<file path="src/include/ex_defines.svh">
`ifndef EX_DEFINES_SVH
`define EX_DEFINES_SVH

`define EX_WORD_W       32
`define EX_REG_ADDR_W   5
`define EX_OP_W         8

// opcodes, 8'h00 stays free for nop
`define EX_OP_AND       8'b0010_0100
`define EX_OP_OR        8'b0010_0101
`define EX_OP_XOR       8'b0010_0110
`define EX_OP_NOR       8'b0010_0111
`define EX_OP_SLL       8'b0111_1100
`define EX_OP_SRL       8'b0000_0010
`define EX_OP_SRA       8'b0000_0011
`define EX_OP_ADD       8'b0010_0000
`define EX_OP_ADDU      8'b0010_0001
`define EX_OP_SUB       8'b0010_0010
`define EX_OP_SUBU      8'b0010_0011
`define EX_OP_SLT       8'b0010_1010
`define EX_OP_SLTU      8'b0010_1011
`define EX_OP_CLZ       8'b1011_0000
`define EX_OP_CLO       8'b1011_0001
`define EX_OP_MUL       8'b1010_1001
`define EX_OP_MULT      8'b0001_1000
`define EX_OP_MULTU     8'b0001_1001
`define EX_OP_MADD      8'b1010_0110
`define EX_OP_MADDU     8'b1010_1000
`define EX_OP_MSUB      8'b1010_1010
`define EX_OP_MSUBU     8'b1010_1011
`define EX_OP_MFHI      8'b0001_0000
`define EX_OP_MTHI      8'b0001_0001
`define EX_OP_MFLO      8'b0001_0010
`define EX_OP_MTLO      8'b0001_0011

// hi/lo write source
`define EX_HILO_MOVE    2'd0
`define EX_HILO_LOAD    2'd1
`define EX_HILO_ACC_ADD 2'd2
`define EX_HILO_ACC_SUB 2'd3

`endif

</file>
<file path="src/hw/ex_pkg.sv">
`include "ex_defines.svh"

package ex_pkg;

    // data word
    typedef logic [`EX_WORD_W-1:0] word_t;

    // full product or hi/lo pair
    typedef logic [2*`EX_WORD_W-1:0] dword_t;

    typedef logic [`EX_REG_ADDR_W-1:0] reg_addr_t;

    typedef logic [`EX_OP_W-1:0] alu_op_t;

    // request from the issue side
    typedef struct packed {
        alu_op_t   op;
        word_t     reg1;   // also shift amount in [4:0]
        word_t     reg2;   // shifted value, or immediate
        reg_addr_t wd;
        logic      wreg;
    } ex_req_t;

    // register file write toward the next stage
    typedef struct packed {
        reg_addr_t wd;
        logic      wreg;
        word_t     wdata;
    } ex_res_t;

    typedef struct packed {
        word_t hi;
        word_t lo;
    } hilo_t;

    // madd/msub group takes a second cycle
    typedef enum logic {
        MAC_IDLE = 1'b0,
        MAC_ACC  = 1'b1
    } mac_state_e;

endpackage

</file>
<file path="src/hw/alu_arith.sv">
`timescale 1ns/1ps
`include "ex_defines.svh"

module alu_arith import ex_pkg::*; (
    input  alu_op_t op_i,
    input  word_t   a_i,
    input  word_t   b_i,
    output word_t   res_o,
    output logic    ovf_o
);

    localparam int MSB = `EX_WORD_W - 1;

    logic       is_sub;
    word_t      b_mux;
    word_t      sum;
    logic       lt_signed;
    logic       lt_unsigned;
    logic [5:0] n_zeros;
    logic [5:0] n_ones;

    // highest set bit wins, 32 when none
    function automatic logic [5:0] lead_zeros(input word_t v);
        logic [5:0] n;
        n = 6'd32;
        for (int i = 0; i <= MSB; i++)
        begin
            if (v[i])
                n = 6'(MSB - i);
        end
        return n;
    endfunction

    assign is_sub = op_i inside {`EX_OP_SUB, `EX_OP_SUBU, `EX_OP_SLT};
    assign b_mux  = is_sub ? (~b_i + 1'b1) : b_i;
    assign sum    = a_i + b_mux;

    // operands of like sign, result sign flipped
    assign ovf_o = (a_i[MSB] == (b_i[MSB] ^ is_sub)) && (sum[MSB] != a_i[MSB]);

    assign lt_signed   = (a_i[MSB] && !b_i[MSB]) ||
                         ((a_i[MSB] == b_i[MSB]) && sum[MSB]);
    assign lt_unsigned = a_i < b_i;

    assign n_zeros = lead_zeros(a_i);
    assign n_ones  = lead_zeros(~a_i);

    always_comb
    begin
        case (op_i)
            `EX_OP_ADD, `EX_OP_ADDU, `EX_OP_SUB, `EX_OP_SUBU: res_o = sum;
            `EX_OP_SLT:  res_o = word_t'(lt_signed);
            `EX_OP_SLTU: res_o = word_t'(lt_unsigned);
            `EX_OP_CLZ:  res_o = word_t'(n_zeros);
            `EX_OP_CLO:  res_o = word_t'(n_ones);
            default:     res_o = '0;
        endcase
    end

endmodule

</file>
<file path="src/hw/alu_logic_shift.sv">
`timescale 1ns/1ps
`include "ex_defines.svh"

module alu_logic_shift import ex_pkg::*; (
    input  alu_op_t op_i,
    input  word_t   a_i,
    input  word_t   b_i,
    output word_t   res_o
);

    logic [4:0] shamt;

    assign shamt = a_i[4:0];  // shift count from reg1

    always_comb
    begin
        case (op_i)
            `EX_OP_AND:
            begin
                res_o = a_i & b_i;
            end
            `EX_OP_OR:
            begin
                res_o = a_i | b_i;
            end
            `EX_OP_XOR:
            begin
                res_o = a_i ^ b_i;
            end
            `EX_OP_NOR:
            begin
                res_o = ~(a_i | b_i);
            end
            `EX_OP_SLL:
            begin
                res_o = b_i << shamt;
            end
            `EX_OP_SRL:
            begin
                res_o = b_i >> shamt;
            end
            `EX_OP_SRA:
            begin
                res_o = word_t'($signed(b_i) >>> shamt);  // sign fill
            end
            default:
            begin
                res_o = '0;
            end
        endcase
    end

endmodule

</file>
<file path="src/hw/ex_ctrl.sv">
`timescale 1ns/1ps
`include "ex_defines.svh"

module ex_ctrl import ex_pkg::*; (
    input  logic       clk,
    input  logic       reset_i,
    input  logic       valid_i,
    input  ex_req_t    req_i,
    input  word_t      logic_res_i,
    input  word_t      arith_res_i,
    input  logic       ovf_i,
    input  dword_t     prod_i,
    input  hilo_t      hilo_i,
    output logic       mul_signed_o,
    output logic       mul_load_o,
    output logic       hilo_we_o,
    output logic [1:0] hilo_src_o,
    output word_t      hilo_data_o,
    output alu_op_t    op_o,
    output word_t      opa_o,
    output word_t      opb_o,
    output logic       valid_o,
    output ex_res_t    res_o,
    output logic       busy_o
);

    mac_state_e state_q;
    mac_state_e state_d;
    alu_op_t    acc_op_q;
    reg_addr_t  acc_wd_q;
    logic       acc_wreg_q;
    logic       is_mac;
    logic       fire;      // single-cycle op accepted
    logic       ovf_kill;
    word_t      wdata;
    ex_res_t    res_d;

    assign op_o        = req_i.op;
    assign opa_o       = req_i.reg1;
    assign opb_o       = req_i.reg2;
    assign hilo_data_o = req_i.reg1;  // mthi/mtlo source

    assign is_mac = req_i.op inside {`EX_OP_MADD, `EX_OP_MADDU, `EX_OP_MSUB, `EX_OP_MSUBU};
    assign mul_signed_o = req_i.op inside {`EX_OP_MUL, `EX_OP_MULT, `EX_OP_MADD, `EX_OP_MSUB};
    assign mul_load_o = valid_i && (state_q == MAC_IDLE) && is_mac;
    assign fire = valid_i && (state_q == MAC_IDLE) && !is_mac;
    assign ovf_kill = (req_i.op inside {`EX_OP_ADD, `EX_OP_SUB}) && ovf_i;
    assign busy_o = (state_q == MAC_ACC);

    always_comb
    begin
        hilo_we_o  = 1'b0;
        hilo_src_o = `EX_HILO_MOVE;
        if (state_q == MAC_ACC)
        begin
            hilo_we_o  = 1'b1;
            hilo_src_o = (acc_op_q inside {`EX_OP_MSUB, `EX_OP_MSUBU}) ?
                         `EX_HILO_ACC_SUB : `EX_HILO_ACC_ADD;
        end
        else if (fire)
        begin
            case (req_i.op)
                `EX_OP_MTHI, `EX_OP_MTLO:
                begin
                    hilo_we_o = 1'b1;
                end
                `EX_OP_MULT, `EX_OP_MULTU:
                begin
                    hilo_we_o  = 1'b1;
                    hilo_src_o = `EX_HILO_LOAD;
                end
                default:
                begin
                end
            endcase
        end
    end

    // result class from opcode
    always_comb
    begin
        case (req_i.op)
            `EX_OP_AND, `EX_OP_OR, `EX_OP_XOR, `EX_OP_NOR,
            `EX_OP_SLL, `EX_OP_SRL, `EX_OP_SRA:                wdata = logic_res_i;
            `EX_OP_ADD, `EX_OP_ADDU, `EX_OP_SUB, `EX_OP_SUBU,
            `EX_OP_SLT, `EX_OP_SLTU, `EX_OP_CLZ, `EX_OP_CLO:   wdata = arith_res_i;
            `EX_OP_MUL:                                        wdata = prod_i[`EX_WORD_W-1:0];
            `EX_OP_MFHI:                                       wdata = hilo_i.hi;
            `EX_OP_MFLO:                                       wdata = hilo_i.lo;
            default:                                           wdata = '0;
        endcase
    end

    always_comb
    begin
        if (state_q == MAC_ACC)
            res_d = '{wd: acc_wd_q, wreg: acc_wreg_q, wdata: '0};
        else
            res_d = '{wd: req_i.wd, wreg: req_i.wreg && !ovf_kill, wdata: wdata};
    end

    always_comb
    begin
        state_d = state_q;
        case (state_q)
            MAC_IDLE: if (mul_load_o) state_d = MAC_ACC;
            MAC_ACC:  state_d = MAC_IDLE;  // product is ready, one cycle only
            default:  state_d = MAC_IDLE;
        endcase
    end

    always_ff @(posedge clk)
    begin
        if (reset_i)
        begin
            state_q <= MAC_IDLE;
            valid_o <= 1'b0;
        end
        else
        begin
            state_q <= state_d;
            valid_o <= fire || (state_q == MAC_ACC);
        end
    end

    always_ff @(posedge clk)
    begin
        if (mul_load_o)
        begin
            acc_op_q   <= req_i.op;
            acc_wd_q   <= req_i.wd;
            acc_wreg_q <= req_i.wreg;
        end
        if (fire || (state_q == MAC_ACC))
            res_o <= res_d;
    end

    a_no_issue_busy: assert property (@(posedge clk) disable iff (reset_i)
        busy_o |-> !valid_i);
    a_busy_one_cycle: assert property (@(posedge clk) disable iff (reset_i)
        $rose(busy_o) |=> !busy_o && valid_o);

endmodule

</file>
<file path="src/hw/ex_top.sv">
`timescale 1ns/1ps

module ex_top import ex_pkg::*; (
    input  logic    clk,
    input  logic    reset_i,
    input  logic    valid_i,
    input  ex_req_t req_i,
    output logic    valid_o,
    output ex_res_t res_o,
    output logic    busy_o
);

    word_t      logic_res;
    word_t      arith_res;
    logic       ovf;
    dword_t     prod;
    dword_t     prod_q;
    hilo_t      hilo;
    logic       mul_signed;
    logic       mul_load;
    logic       hilo_we;
    logic [1:0] hilo_src;
    word_t      hilo_data;
    alu_op_t    op;
    word_t      opa;
    word_t      opb;

    ex_ctrl u_ctrl (
        .clk          (clk),
        .reset_i      (reset_i),
        .valid_i      (valid_i),
        .req_i        (req_i),
        .logic_res_i  (logic_res),
        .arith_res_i  (arith_res),
        .ovf_i        (ovf),
        .prod_i       (prod),
        .hilo_i       (hilo),
        .mul_signed_o (mul_signed),
        .mul_load_o   (mul_load),
        .hilo_we_o    (hilo_we),
        .hilo_src_o   (hilo_src),
        .hilo_data_o  (hilo_data),
        .op_o         (op),
        .opa_o        (opa),
        .opb_o        (opb),
        .valid_o      (valid_o),
        .res_o        (res_o),
        .busy_o       (busy_o)
    );

    alu_logic_shift u_logic (
        .op_i  (op),
        .a_i   (opa),
        .b_i   (opb),
        .res_o (logic_res)
    );

    alu_arith u_arith (
        .op_i  (op),
        .a_i   (opa),
        .b_i   (opb),
        .res_o (arith_res),
        .ovf_o (ovf)
    );

    mul_unit u_mul (
        .clk      (clk),
        .reset_i  (reset_i),
        .a_i      (opa),
        .b_i      (opb),
        .signed_i (mul_signed),
        .load_i   (mul_load),
        .prod_o   (prod),
        .prod_q_o (prod_q)
    );

    hilo_unit u_hilo (
        .clk      (clk),
        .reset_i  (reset_i),
        .we_i     (hilo_we),
        .src_i    (hilo_src),
        .data_i   (hilo_data),
        .op_i     (op),
        .prod_i   (prod),
        .prod_q_i (prod_q),
        .hilo_o   (hilo)
    );

endmodule

</file>
<file path="src/hw/hilo_unit.sv">
`timescale 1ns/1ps
`include "ex_defines.svh"

module hilo_unit import ex_pkg::*; (
    input  logic       clk,
    input  logic       reset_i,
    input  logic       we_i,
    input  logic [1:0] src_i,
    input  word_t      data_i,
    input  alu_op_t    op_i,
    input  dword_t     prod_i,
    input  dword_t     prod_q_i,
    output hilo_t      hilo_o
);

    hilo_t  hilo_q;
    dword_t acc_sum;
    dword_t acc_diff;

    assign acc_sum  = dword_t'(hilo_q) + prod_q_i;
    assign acc_diff = dword_t'(hilo_q) - prod_q_i;

    always_ff @(posedge clk)
    begin
        if (reset_i)
        begin
            hilo_q <= '0;
        end
        else if (we_i)
        begin
            case (src_i)
                `EX_HILO_MOVE:
                begin
                    if (op_i == `EX_OP_MTHI)
                        hilo_q.hi <= data_i;
                    else if (op_i == `EX_OP_MTLO)
                        hilo_q.lo <= data_i;
                end
                `EX_HILO_LOAD:    hilo_q <= hilo_t'(prod_i);  // mult, multu
                `EX_HILO_ACC_ADD: hilo_q <= hilo_t'(acc_sum);
                `EX_HILO_ACC_SUB: hilo_q <= hilo_t'(acc_diff);
                default:
                begin
                end
            endcase
        end
    end

    assign hilo_o = hilo_q;

    // accumulate only right after the product was captured
    a_acc_after_load: assert property (@(posedge clk) disable iff (reset_i)
        (we_i && (src_i inside {`EX_HILO_ACC_ADD, `EX_HILO_ACC_SUB})) |->
        ($past(op_i) inside {`EX_OP_MADD, `EX_OP_MADDU, `EX_OP_MSUB, `EX_OP_MSUBU})
        && (prod_q_i == $past(prod_i)));

endmodule

</file>
<file path="src/hw/mul_unit.sv">
`timescale 1ns/1ps
`include "ex_defines.svh"

module mul_unit import ex_pkg::*; (
    input  logic   clk,
    input  logic   reset_i,
    input  word_t  a_i,
    input  word_t  b_i,
    input  logic   signed_i,
    input  logic   load_i,
    output dword_t prod_o,
    output dword_t prod_q_o
);

    localparam int MSB = `EX_WORD_W - 1;

    word_t  mag_a;
    word_t  mag_b;
    dword_t mag_p;
    logic   neg;

    // magnitudes for the signed forms
    assign mag_a = (signed_i && a_i[MSB]) ? (~a_i + 1'b1) : a_i;
    assign mag_b = (signed_i && b_i[MSB]) ? (~b_i + 1'b1) : b_i;

    assign mag_p = dword_t'(mag_a) * dword_t'(mag_b);
    assign neg   = signed_i && (a_i[MSB] ^ b_i[MSB]);

    assign prod_o = neg ? (~mag_p + 1'b1) : mag_p;

    // held for the accumulate cycle
    always_ff @(posedge clk)
    begin
        if (reset_i)
        begin
            prod_q_o <= '0;
        end
        else if (load_i)
        begin
            prod_q_o <= prod_o;
        end
    end

endmodule

</file>
<file path="config.mk">
export PLATFORM = sky130hd
export DESIGN_NAME = ex_top
export DESIGN_NICKNAME = d
export VERILOG_FILES = /design/src/hw/ex_pkg.sv /design/src/hw/alu_arith.sv /design/src/hw/alu_logic_shift.sv /design/src/hw/ex_ctrl.sv /design/src/hw/ex_top.sv /design/src/hw/hilo_unit.sv /design/src/hw/mul_unit.sv
export VERILOG_INCLUDE_DIRS = /design/src /design/src/include
export SDC_FILE = /design/constraint.sdc
export NUM_CORES = 2
export LEC_CHECK = 0
export BUFFER_PORTS_ARGS = -buffer_cell sky130_fd_sc_hd__buf_2
export CAP_MARGIN = 20
export CELL_PAD_IN_SITES_DETAIL_PLACEMENT = 1
export CELL_PAD_IN_SITES_GLOBAL_PLACEMENT = 2
export CORE_ASPECT_RATIO = 0.7
export CORE_MARGIN = 5
export CORE_UTILIZATION = 35
export CTS_CLUSTER_SIZE = 25
export DETAILED_ROUTE_END_ITERATION = 7
export HOLD_SLACK_MARGIN = 0.1
export PLACE_DENSITY_LB_ADDON = 0.1
export SYNTH_ARGS = -nofsm -noshare
export SYNTH_HDL_FRONTEND = slang
export SYNTH_SLANG_ARGS = --single-unit
</file>
<file path="constraint.sdc">
create_clock -name clk -period 15.4 [get_ports clk]
set_input_delay 3.08 -clock clk [delete_from_list [all_inputs] [get_ports clk]]
set_output_delay 3.08 -clock clk [all_outputs]
set_load 0.02 [all_outputs]
</file>
==> results.sh <==
export IMPL_synth_xor_area_frac=0.0587
export IMPL_synthFlopType="dfxtp_1"
export IMPL_initial_core_util=0.352
export IMPL_max_freq_mhz=67.2
export IMPL_routedWlPerCell_um=33.4
export IMPL_grt_pass1_wl_um=444000
export IMPL_yosys_cell_types_count=108
export IMPL_endpoint_kind="flop"
export IMPL_insertion_delay_ps=500
export IMPL_yosysSeqAreaShare=0.0722
export IMPL_finalHoldViolations=0
export IMPL_drive_above_1_share=0.0808
export IMPL_portBuffers=120
export IMPL_path_class="in2reg"
export IMPL_die_x_um=493
export IMPL_dr_first_iter_drc_count=6468
export IMPL_arrival_ps=15190
export IMPL_syn_inst=7226
export IMPL_drt_total_wl_um=313000
export IMPL_status="complete, no violations"
export IMPL_fin_util=0.382
export IMPL_synth_top_cells_by_area="fa_1 31%, ha_1 10%, nor2_1 6.7%"
export IMPL_pin_count=121
export IMPL_worstPathMaxFanout=26
export IMPL_netlist_top_cells_count="1016 x nor2_1, 996 x inv_1, 898 x fa_1"
export IMPL_place_gp_congestion=0.993
export IMPL_clk_pin_slew_ps=90
export IMPL_min_period_ps=14880
export IMPL_drc=0
export IMPL_die_y_um=348
export IMPL_relSlewSlack=0.191
export IMPL_cts_tree="yes"
export IMPL_finalSetupViolCount=0
export IMPL_coreArea_um2=163000
export IMPL_syn2layout_area_growth_pct=8.79
export IMPL_finalMaxSlewViolations=0
export IMPL_rows=124
export IMPL_hpwl_um=260000
export IMPL_antenna_found_initial=46
export IMPL_syn_nets=8667
export IMPL_worstMarginPinSlew_ps=1200
export IMPL_nNetsFinal=8633
export IMPL_crit_path_max_incr_delay_ps=710
export IMPL_grt_setup_unrepaired="false"
export IMPL_cp_slowest_cell="xnor2_1"
export IMPL_cts_root_buf="clkbuf_16"
export IMPL_synth_top_family_by_area="adder cells"
export IMPL_drv_cap=0
export IMPL_synth_top_cell_area_share=0.314
export IMPL_synth_top_area_cell="fa_1"
export IMPL_hold_path_class="reg2reg"
export IMPL_skew_ps=14.5
export IMPL_syn_area_um2=57300
export IMPL_synth_simple_gate_area_share=0.174
export IMPL_clock_path_buffers=2
export IMPL_synth_avg_cell_area_um2=7.92
export IMPL_cts_sinks=181
export IMPL_dieArea_um2=172000
export IMPL_synthArstFlopShare=0
export IMPL_final_antenna_net_count=0
export IMPL_cts_buffers=17
export IMPL_required_ps=15710
export IMPL_synthMuxAreaShare=0.0234
export IMPL_rrSetupSlack_ps=7310
export IMPL_start_kind="primary input"
export IMPL_yosysWarnings=0
export IMPL_grt_max_degree=112
export IMPL_track_usage=0.359
export IMPL_synth_fa_ha_area_frac=0.415
export IMPL_cp_common_cell="fa_1"
export IMPL_htreeDepth=4
export IMPL_ys_seq_elements=181
export IMPL_dr_pass1_iters=6
export IMPL_grt_ovfl_total=0
export IMPL_via_per_inst=6.00
export IMPL_vias=56181
export IMPL_period_share=0.966
export IMPL_grt_pass1_vias=57253
export IMPL_synth_compound_area_frac=0.163
export IMPL_synth_edff_count=51
export IMPL_synth_most_common_cell="nor2_1"
[sequential cells by signal (all words and copies together), names as in the netlist]
signal / flops
u_ctrl.acc_wd_q: 5
u_ctrl.res_o: 38
u_ctrl.acc_wreg_q: 1
u_ctrl.valid_o: 1
u_ctrl.acc_op_q: 7
u_ctrl.busy_o: 1
u_hilo.hilo_o: 64
u_mul.prod_q_o: 64
[cell families (layout without fill, tap and decap cells)]
| logic type | count (synthesis) | in the layout |
|---|---|---|
| buffers and inverters | 1429 | 1408 |
| multiplexers | 126 | 126 |
| adder cells (fa/ha/maj) | 1360 | 1360 |
| AO/OA/AOI/OAI | 1434 | 1434 |
| flip-flops | 181 | 181 |
| XOR/XNOR | 383 | 383 |
| other | 0 | 16 |
| AND/OR/NAND/NOR | 2313 | 2313 |
[cells in the final DEF, fill, tap and decap left out, drive strengths merged, types with 37 or more instances in the layout]
master  count
a221oi     62
nand2     813
dfxtp     130
nand4      62
o211ai     42
xor2       96
ha        462
mux2i     109
nor3       85
nor4       37
a31oi      52
xnor2     287
fa        898
a22oi      39
inv      1006
or3        37
nor2     1017
a211oi     75
o31ai      53
buf       375
o21ai     375
edfxtp     51
a21oi     375
a21o       79
nand3      63
[path summary, 6_finish.rpt]
check                                     endpoint          startpoint  cells after the start
worst max register to register   u_hilo.hilo_o[61]   u_mul.prod_q_o[2]                     26
worst min register to register  u_mul.prod_q_o[63]  u_mul.prod_q_o[63]                      2
worst max-delay path              u_ctrl.res_o[23]           req_i[77]                     39
worst min-delay path            u_mul.prod_q_o[63]  u_mul.prod_q_o[63]                      2
[layer usage]
metal / track usage / share of wire / vias up
li1: - / - / 23634
met1: 0.548 / 0.47 / 29734
met2: 0.511 / 0.41 / 2459
met3: 0.0791 / 0.096 / 344
met4: 0.0813 / 0.024 / 10
met5: 0 / 0.00019 / -
[final cells by class]
type,instances,area [um^2]
inverter,1001,3760
timing repair buffer,375,2630
multi-input combinational,5616,48500
sequential,181,4140
clock buffer,17,425
clock inverter,15,176
antenna,16,40.0
fill,19685,101000
tap,2142,2680
[stage by stage]
stage          setup TNS (ps)  hold WS [ps]  instance area (um^2)  cells  worst slack (ps)
3_5_place_dp            -6190           475                 61600   9312              -463
6_report                    0           487                 62300   9363               516
2_1_floorplan               0           449                 57300   7226              1500
3_3_place_gp            -5230           467                 61500   9311              -513
4_1_cts                     0           489                 62200   9344              24.8
5_1_grt                     0           512                 62300   9355               179
[timing repair]
action                                  4_1_cts  5_1_grt
setup buffers                                 0        0
hold buffers                                  0        0
hold endpoints to repair                      0        0
endpoints found under the setup margin        0       11
resized for setup                             0        6
[critical path: cells and delay by family]
family                     cells  cell delay [ps]
adders and majority gates      9             4350
AOI/OAI and AO/OA             11             3660
buffers and inverters          8             1580
and+or+nand+nor                8             1380
xor gates and xnor gates       3             1070
Power is left out: the tool's default activity adds up to more than one toggle a clock period on the data nets, which glitch-free logic cannot reach.
